`config.mk`:
```
export PLATFORM = sky130hd
export DESIGN_NAME = uart_link
export DESIGN_NICKNAME = d
export VERILOG_FILES = /design/src/hdl/uart_frame_pkg.sv /design/src/hdl/uart_ctrl_pkg.sv /design/src/hdl/uart_tx_serializer.sv /design/src/hdl/uart_rx_deserializer.sv /design/src/hdl/uart_link_ctrl.sv /design/src/hdl/uart_link.sv
export SDC_FILE = /design/constraint.sdc
export NUM_CORES = 1
export LEC_CHECK = 0
export BUFFER_PORTS_ARGS = -buffer_cell sky130_fd_sc_hd__buf_2
export CORE_MARGIN = 4
export CORE_UTILIZATION = 40
export CTS_CLUSTER_SIZE = 8
export DETAILED_ROUTE_END_ITERATION = 12
export GPL_TIMING_DRIVEN = 1
export SYNTH_ARGS = -nofsm -noshare
export SYNTH_HDL_FRONTEND = slang
export SYNTH_HIERARCHICAL = 1
export SYNTH_SLANG_ARGS = --single-unit
```
`constraint.sdc`:
```
create_clock -name clk -period 3.71 [get_ports clk]
set_input_delay 0.371 -clock clk [delete_from_list [all_inputs] [get_ports clk]]
set_output_delay 0.371 -clock clk [all_outputs]
set_load 0.01 [all_outputs]
```
`src/hdl/uart_frame_pkg.sv`:
```
package uart_frame_pkg;

   // ==========================================================
   // frame layout
   // ==========================================================

   // one frame: start 0, data msb first, odd parity, stop 1.
   localparam int data_bits  = 8;   // payload bits per frame.
   localparam int frame_bits = 11;  // start + data + parity + stop.

   // ==========================================================
   // receive result
   // ==========================================================

   // stop error wins over parity error when both are seen.
   typedef enum logic [1:0] {
      rx_ok,          // good parity, stop bit high.
      rx_parity_err,  // ones count over data and parity is even.
      rx_stop_err     // stop bit sampled low.
   } rx_status_e;

endpackage

```
`src/hdl/uart_ctrl_pkg.sv`:
```
package uart_ctrl_pkg;

   // ==========================================================
   // control sequencer states
   // ==========================================================

   // command side, one command is two frames.
   typedef enum logic [1:0] {
      tx_idle,  // waiting for cmd_req.
      tx_high,  // high byte loaded or on the line.
      tx_low,   // low byte loaded or on the line.
      tx_ack    // cmd_ack held until cmd_req drops.
   } tx_state_e;

   // read side, four-phase toward the reader.
   typedef enum logic [1:0] {
      rd_idle,         // free to take a byte.
      rd_req,          // read_req high, waiting for read_ack.
      rd_wait_release  // waiting for read_ack low.
   } rx_state_e;

endpackage

```
`src/hdl/uart_tx_serializer.sv`:
```
`timescale 1ns/10ps

module uart_tx_serializer #(
   parameter int clks_per_bit = 4
) (
   input  logic       clk,
   input  logic       rst_n,
   input  logic       load,
   input  logic [7:0] tx_byte,
   output logic       busy,
   output logic       done,
   output logic       tx
);

   localparam int tick_w = $clog2(clks_per_bit);
   localparam int idx_w  = $clog2(uart_frame_pkg::frame_bits);

   localparam logic [tick_w-1:0] tick_last = tick_w'(clks_per_bit - 1);
   localparam logic [idx_w-1:0]  idx_stop  = idx_w'(uart_frame_pkg::frame_bits - 1);

   // data, parity and stop still waiting to go out; start goes straight to tx.
   logic [uart_frame_pkg::data_bits+1:0] shreg;
   logic [tick_w-1:0]                    tick;
   logic [idx_w-1:0]                     bit_idx;
   logic                                 bit_end;

   assign bit_end = busy && (tick == tick_last);        // last clock of current bit.
   assign done    = bit_end && (bit_idx == idx_stop);   // last clock of stop bit.

   // ==========================================================
   // bit timing and line driver
   // ==========================================================

   always_ff @(posedge clk or negedge rst_n) begin
      if (!rst_n) begin
         busy    <= 1'b0;
         tx      <= 1'b1;
         tick    <= '0;
         bit_idx <= '0;
      end else if (load) begin
         busy    <= 1'b1;
         tx      <= 1'b0;                               // start bit.
         tick    <= '0;
         bit_idx <= '0;
      end else if (busy) begin
         if (bit_end) begin
            tick <= '0;
            if (bit_idx == idx_stop) begin
               busy <= 1'b0;
               tx   <= 1'b1;                            // back to idle level.
            end else begin
               bit_idx <= bit_idx + 1'b1;
               tx      <= shreg[uart_frame_pkg::data_bits+1];
            end
         end else begin
            tick <= tick + 1'b1;
         end
      end
   end

   // ==========================================================
   // frame shift register
   // ==========================================================

   always_ff @(posedge clk) begin
      if (load) begin
         shreg <= {tx_byte, ~^tx_byte, 1'b1};          // odd parity over the byte.
      end else if (bit_end) begin
         shreg <= {shreg[uart_frame_pkg::data_bits:0], 1'b1};
      end
   end

endmodule

```
`src/hdl/uart_rx_deserializer.sv`:
```
`timescale 1ns/10ps

module uart_rx_deserializer #(
   parameter int clks_per_bit = 4
) (
   input  logic                       clk,
   input  logic                       rst_n,
   input  logic                       rx,
   output logic                       byte_valid,
   output logic [7:0]                 rx_byte,
   output uart_frame_pkg::rx_status_e rx_status
);

   localparam int tick_w = $clog2(clks_per_bit);
   localparam int idx_w  = $clog2(uart_frame_pkg::frame_bits);

   localparam logic [tick_w-1:0] tick_last  = tick_w'(clks_per_bit - 1);
   localparam logic [tick_w-1:0] tick_mid   = tick_w'(clks_per_bit / 2);
   localparam logic [idx_w-1:0]  idx_parity = idx_w'(uart_frame_pkg::data_bits + 1);
   localparam logic [idx_w-1:0]  idx_stop   = idx_w'(uart_frame_pkg::frame_bits - 1);

   logic                                 rx_meta;
   logic                                 rx_sync;
   logic                                 rx_prev;
   logic                                 start_edge;
   logic                                 active;
   logic                                 sample;
   logic [tick_w-1:0]                    tick;
   logic [idx_w-1:0]                     bit_idx;
   logic [uart_frame_pkg::data_bits-1:0] shreg;
   logic                                 par_bit;

   // ==========================================================
   // line synchronizer and start detect
   // ==========================================================

   always_ff @(posedge clk or negedge rst_n) begin
      if (!rst_n) begin
         rx_meta <= 1'b1;
         rx_sync <= 1'b1;
         rx_prev <= 1'b1;
      end else begin
         rx_meta <= rx;
         rx_sync <= rx_meta;
         rx_prev <= rx_sync;
      end
   end

   assign start_edge = rx_prev & ~rx_sync;
   assign sample     = active && (tick == tick_mid);    // middle of the current bit.

   // ==========================================================
   // bit timing
   // ==========================================================

   always_ff @(posedge clk or negedge rst_n) begin
      if (!rst_n) begin
         active  <= 1'b0;
         tick    <= '0;
         bit_idx <= '0;
      end else if (!active) begin
         if (start_edge) begin
            active  <= 1'b1;
            tick    <= tick_w'(1);                      // edge cycle counts as clock 0.
            bit_idx <= '0;
         end
      end else begin
         tick <= (tick == tick_last) ? '0 : tick + 1'b1;
         if (sample) begin
            if ((bit_idx == '0) && rx_sync) begin
               active <= 1'b0;                          // false start, glitch on the line.
            end else if (bit_idx == idx_stop) begin
               active <= 1'b0;
            end else begin
               bit_idx <= bit_idx + 1'b1;
            end
         end
      end
   end

   // ==========================================================
   // data capture
   // ==========================================================

   always_ff @(posedge clk) begin
      if (sample) begin
         if ((bit_idx != '0) && (bit_idx < idx_parity)) begin
            shreg <= {shreg[uart_frame_pkg::data_bits-2:0], rx_sync};   // msb first.
         end
         if (bit_idx == idx_parity) begin
            par_bit <= rx_sync;
         end
      end
   end

   assign byte_valid = sample && (bit_idx == idx_stop);
   assign rx_byte    = shreg;

   // rx_sync here is the stop bit sample.
   always_comb begin
      if (!rx_sync) begin
         rx_status = uart_frame_pkg::rx_stop_err;
      end else if (!(^{shreg, par_bit})) begin
         rx_status = uart_frame_pkg::rx_parity_err;
      end else begin
         rx_status = uart_frame_pkg::rx_ok;
      end
   end

endmodule

```
`src/hdl/uart_link_ctrl.sv`:
```
`timescale 1ns/10ps

module uart_link_ctrl (
   input  logic                       clk,
   input  logic                       rst_n,
   input  logic [15:0]                cmd_data,
   input  logic                       cmd_req,
   output logic                       cmd_ack,
   output logic                       load,
   output logic [7:0]                 tx_byte,
   input  logic                       busy,
   input  logic                       done,
   input  logic                       byte_valid,
   input  logic [7:0]                 rx_byte,
   input  uart_frame_pkg::rx_status_e rx_status,
   output logic [7:0]                 read_data,
   output uart_frame_pkg::rx_status_e read_status,
   output logic                       read_req,
   input  logic                       read_ack,
   output logic                       read_overrun
);

   uart_ctrl_pkg::tx_state_e tx_state;
   uart_ctrl_pkg::rx_state_e rd_state;
   logic [15:0]              cmd_q;
   logic                     load_pend;

   // ==========================================================
   // command sequencer
   // ==========================================================

   always_ff @(posedge clk or negedge rst_n) begin
      if (!rst_n) begin
         tx_state  <= uart_ctrl_pkg::tx_idle;
         load_pend <= 1'b0;
      end else begin
         if (load) begin
            load_pend <= 1'b0;
         end
         case (tx_state)
            uart_ctrl_pkg::tx_idle: begin
               if (cmd_req) begin
                  tx_state  <= uart_ctrl_pkg::tx_high;
                  load_pend <= 1'b1;
               end
            end
            uart_ctrl_pkg::tx_high: begin
               if (done) begin
                  tx_state  <= uart_ctrl_pkg::tx_low;
                  load_pend <= 1'b1;                    // low byte right behind the high one.
               end
            end
            uart_ctrl_pkg::tx_low: begin
               if (done) begin
                  tx_state <= uart_ctrl_pkg::tx_ack;
               end
            end
            uart_ctrl_pkg::tx_ack: begin
               if (!cmd_req) begin
                  tx_state <= uart_ctrl_pkg::tx_idle;
               end
            end
            default: tx_state <= uart_ctrl_pkg::tx_idle;
         endcase
      end
   end

   always_ff @(posedge clk) begin
      if ((tx_state == uart_ctrl_pkg::tx_idle) && cmd_req) begin
         cmd_q <= cmd_data;
      end
   end

   assign load    = load_pend & ~busy;
   assign tx_byte = (tx_state == uart_ctrl_pkg::tx_high) ? cmd_q[15:8] : cmd_q[7:0];
   assign cmd_ack = (tx_state == uart_ctrl_pkg::tx_ack);

   // ==========================================================
   // read handshake
   // ==========================================================

   always_ff @(posedge clk or negedge rst_n) begin
      if (!rst_n) begin
         rd_state     <= uart_ctrl_pkg::rd_idle;
         read_overrun <= 1'b0;
      end else begin
         if (byte_valid && (rd_state != uart_ctrl_pkg::rd_idle)) begin
            read_overrun <= 1'b1;                       // sticky, new byte is lost.
         end
         case (rd_state)
            uart_ctrl_pkg::rd_idle: begin
               if (byte_valid) begin
                  rd_state <= uart_ctrl_pkg::rd_req;
               end
            end
            uart_ctrl_pkg::rd_req: begin
               if (read_ack) begin
                  rd_state <= uart_ctrl_pkg::rd_wait_release;
               end
            end
            uart_ctrl_pkg::rd_wait_release: begin
               if (!read_ack) begin
                  rd_state <= uart_ctrl_pkg::rd_idle;
               end
            end
            default: rd_state <= uart_ctrl_pkg::rd_idle;
         endcase
      end
   end

   always_ff @(posedge clk) begin
      if ((rd_state == uart_ctrl_pkg::rd_idle) && byte_valid) begin
         read_data   <= rx_byte;
         read_status <= rx_status;
      end
   end

   assign read_req = (rd_state == uart_ctrl_pkg::rd_req);

endmodule

```
`src/hdl/uart_link.sv`:
```
`timescale 1ns/10ps

module uart_link #(
   parameter int clks_per_bit = 4                       // line bit time in clocks, 2 or more.
) (
   input  logic                       clk,
   input  logic                       rst_n,
   input  logic [15:0]                cmd_data,
   input  logic                       cmd_req,
   output logic                       cmd_ack,
   input  logic                       rx,
   output logic                       tx,
   output logic [7:0]                 read_data,
   output uart_frame_pkg::rx_status_e read_status,
   output logic                       read_req,
   input  logic                       read_ack,
   output logic                       read_overrun
);

   logic                       load;
   logic [7:0]                 tx_byte;
   logic                       busy;
   logic                       done;
   logic                       byte_valid;
   logic [7:0]                 rx_byte;
   uart_frame_pkg::rx_status_e rx_status;

   uart_link_ctrl i_ctrl (
      .clk          (clk),
      .rst_n        (rst_n),
      .cmd_data     (cmd_data),
      .cmd_req      (cmd_req),
      .cmd_ack      (cmd_ack),
      .load         (load),
      .tx_byte      (tx_byte),
      .busy         (busy),
      .done         (done),
      .byte_valid   (byte_valid),
      .rx_byte      (rx_byte),
      .rx_status    (rx_status),
      .read_data    (read_data),
      .read_status  (read_status),
      .read_req     (read_req),
      .read_ack     (read_ack),
      .read_overrun (read_overrun)
   );

   uart_tx_serializer #(
      .clks_per_bit (clks_per_bit)
   ) i_tx (
      .clk     (clk),
      .rst_n   (rst_n),
      .load    (load),
      .tx_byte (tx_byte),
      .busy    (busy),
      .done    (done),
      .tx      (tx)
   );

   uart_rx_deserializer #(
      .clks_per_bit (clks_per_bit)
   ) i_rx (
      .clk        (clk),
      .rst_n      (rst_n),
      .rx         (rx),
      .byte_valid (byte_valid),
      .rx_byte    (rx_byte),
      .rx_status  (rx_status)
   );

endmodule

```
==> impl_results.md <==
- Outcome: finished clean
- Fmax: 0.453 GHz
- Antenna diode count: 0
- Final worst-path cycle share: 59.5%
- Post-DRT Antenna Nets: 0
- DR vias: 1626
- Core Rows: 31
- Critical Path End Type: flop
- DR WL/cell: 13.0 um
- Worst Hold Class: primary input to asynchronous set/reset pin
- Die area: ~9000 um2
- RSZ-0062 raised after global routing: no
- Share of cells above drive strength 1: 30.7%
- Via density per instance: approximately 4.6
- Slew HR: 54.1%
- Vias in the first global route: 1657
- DRC viols: 0
- Clock-pin slew on the worst setup and hold paths: 0.07 ns
- Req. time, crit path: about 3.8 ns
- Total track usage: 11.3%
- Core area: about 7300 um2
- Root Buffer: clkbuf_8
- Startpoint types: flop
- Total Neg Setup Slack: 0 ns
- Post-synthesis register bit count: slightly below 70
- Initial core utilization: between 40 and 50%
- PostCTS Resize Cnt: 0
- H-Tree Depth: 3
- Pwr Density: 535 nW/um2
- DP Wirelength: ~3200 um
- Cell variety after synth: 41
- Number of max-cap violations: 0
- Fillcell total: about 660
- DIE HEIGHT: 95.0 um
- Max Root-Sink Buffers: 2
- Sequential share of the synthesized area: between 60% and 70%
- Nets: between 200 and 300
- Setup Viol. Count Final: 0
- Peak VDD IR: 230 uV
- Syn Area/Cell: around 14 um2
- Die width: ~95 um
- Leak: 1.47 nW
- Initial antenna violation count: 0
- Tmin final: 2.21 ns
- Worst skew pair latency: 0.33 ns
- Final Worst Setup Slack: 1.50 ns
- CTS tree: built
- Post-Place Worst Slack: ~1.5 ns
- GRT overflow: 0
- Final GP Congestion: 0.731
- CP Max Fanout: 11
- First-pass GRT wire length: roughly 7600 um
- Largest net degree at the start of global routing: 25
- IO Pins: 35
- Critical path class: flop to flop
- Drt first pass iters: 4
- Final Hold Fails: 0
- DRT iter0 DRCs: 73
- PortBufs: 34
- CTS buffer count: 9
- Area growth syn-to-layout: 16.1%
- Worst path arrival time: around 2.3 ns
- Syn nets: 247
- Tightest Pin Transition: approximately 0.69 ns
- Post-Route WL: 4640 um
- Mapped Cells: 211
- Synth warn: 6
- Sink count of the clock tree: 68
- Number of setup buffers added after CTS: 0
- CTS hold repair buffers: 0
- Post-Syn Area: 3030 um2
- Pins over their slew limit: 0
- Clock skew: 0.00487 ns
## per-stage QoR
step                      total power [mW]  instance area [um2]  hold slack (ns)  utilization (%)  cells
after CTS                             1.91                 3510           0.0230             48.2    356
after global placement                1.26                 3310            0.350             45.3    340
final                                 1.88                 3510           0.0218             48.2    356
after floorplan                       1.19                 3030           0.0754                -    211
after global routing                  1.99                 3510           0.0491             48.2    356
after detailed placement              1.26                 3310            0.350             45.3    340
## area by class of cell
| cell class | instances | area (um2) | share of cell area, % |
|---|---|---|---|
| clock inverters | 5 | 76.3 | 2.17 |
| clock buffers | 11 | 131 | 3.74 |
| multi-input cells | 125 | 1020 | 29.2 |
| flip-flops and latches | 68 | 1930 | 54.8 |
| inverters | 12 | 45.0 | 1.28 |
| well taps | 99 | 124 | 3.53 |
| repair buffers | 36 | 185 | 5.27 |
## final timing paths
path                                     from             to  slack, ns  cells past startpoint
setup / recovery           i_ctrl/tx_state[1]  i_tx/shreg[1]       1.50                      7
max in group asynchronous               rst_n   i_rx/rx_prev       3.31                      1
hold reg to reg                  i_rx/rx_meta   i_rx/rx_sync       0.36                      0
min in group clk                           rx   i_rx/rx_meta       0.13                      1
hold / removal                          rst_n      i_tx/busy       0.02                      1
setup reg to reg           i_ctrl/tx_state[1]  i_tx/shreg[1]       1.50                      7
## logic make-up after synthesis
logic type,after synthesis,synth area share (%)
AO/OA/AOI/OAI,23,5.33
XOR/XNOR,19,6.20
adder cells (fa/ha/maj),15,6.20
buffers and inverters,18,2.44
flip-flops,68,63.7
multiplexers,20,7.44
AND/OR/NAND/NOR,48,8.68
## power breakdown
part           switching, mW  total (mW)  leakage (nW)  internal, mW
Combinational          0.148       0.291         0.664         0.143
Clock                  0.262       0.637         0.101         0.376
Sequential            0.0668       0.950         0.703         0.883
## Yosys cell counts
cell type  number  area, um2
edfxtp_1       44       1320
dfrtp_1        20        500
mux2_2         16        180
ha_1           15        188
nor2_1         13       48.8
xnor2_1        13        114
inv_1          12       45.0
nand2_1        12       45.0
a21oi_1         7       35.0
o21ai_0         6       30.0
dfstp_2         4        105
nand4_1         4       25.0
xor2_1          4       35.0
clkbuf_1        3       11.3
mux2i_1         3       30.0
nand2b_1        3       18.8
a21o_1          2       15.0
a31oi_1         2       12.5
and2_1          2       12.5
buf_2           2       10.0
nor2b_1         2       12.5
nor3b_1         2       15.0
or2_1           2       12.5
a22o_1          1       8.76
a22oi_1         1       7.51
and2_4          1       8.76
buf_4           1       7.51
mux2_4          1       15.0
nand2_2         1       6.26
nand3_1         1       5.00
nand3_2         1       10.0
nand3b_2        1       11.3
nand3b_4        1       20.0
nor3_1          1       5.00
o211ai_2        1       12.5
o21ai_1         1       5.00
o21ai_2         1       8.76
o311ai_4        1       26.3
or3_1           1       6.26
xnor2_2         1       16.3
xnor3_1         1       22.5
## worst max-delay path, stage by stage (launching register included)
cell and delay, ns:
dfrtp_1 0.41, inv_1 0.11, ha_1 0.47, mux2_2 0.41
xnor2_1 0.21, xnor2_1 0.16, xnor2_1 0.14, nand2_1 0.06
## state kept, by name, summed over array words and instances, names as in the netlist, 2 cells and up
name and cells:
i_ctrl/tx_state 2, i_ctrl/cmd_q 16, i_rx/bit_idx 4, i_tx/bit_idx 4, i_ctrl/rd_state 2, i_tx/tick 2
i_tx/shreg 9, i_rx/tick 2, i_rx/rx_byte 8, i_ctrl/read_data 8, i_ctrl/read_status 2
## cell usage in the layout, fill, tap and decap left out, types with 2 or more instances in the layout
cell / synthesis / final
nor2_1: 13 / 13
or2_1: 2 / 2
ha_1: 15 / 15
mux2i_1: 3 / 3
nand4_1: 4 / 4
buf_2: 2 / 34
edfxtp_1: 44 / 44
xor2_1: 4 / 4
bufinv_16: 0 / 2
a21o_1: 2 / 2
dfstp_2: 4 / 4
buf_4: 1 / 2
nor2b_1: 2 / 2
a31oi_1: 2 / 2
xnor2_1: 13 / 13
o21ai_0: 6 / 6
mux2_2: 16 / 16
nand2_1: 12 / 12
dfrtp_1: 20 / 20
nor3b_1: 2 / 2
and2_1: 2 / 2
inv_1: 12 / 12
clkbuf_8: 0 / 9
clkbuf_1: 3 / 2
a21oi_1: 7 / 7
nand2b_1: 3 / 3
## per-layer routing
metal	global-route usage, %	routed length, um	vias up
met2	17.1	2100	26
met1	13.9	2250	770
met5	0	0	-
met3	3.90	193	7
li1	-	-	823
met4	6.85	87	0
Power figures use the tool's default switching activity.
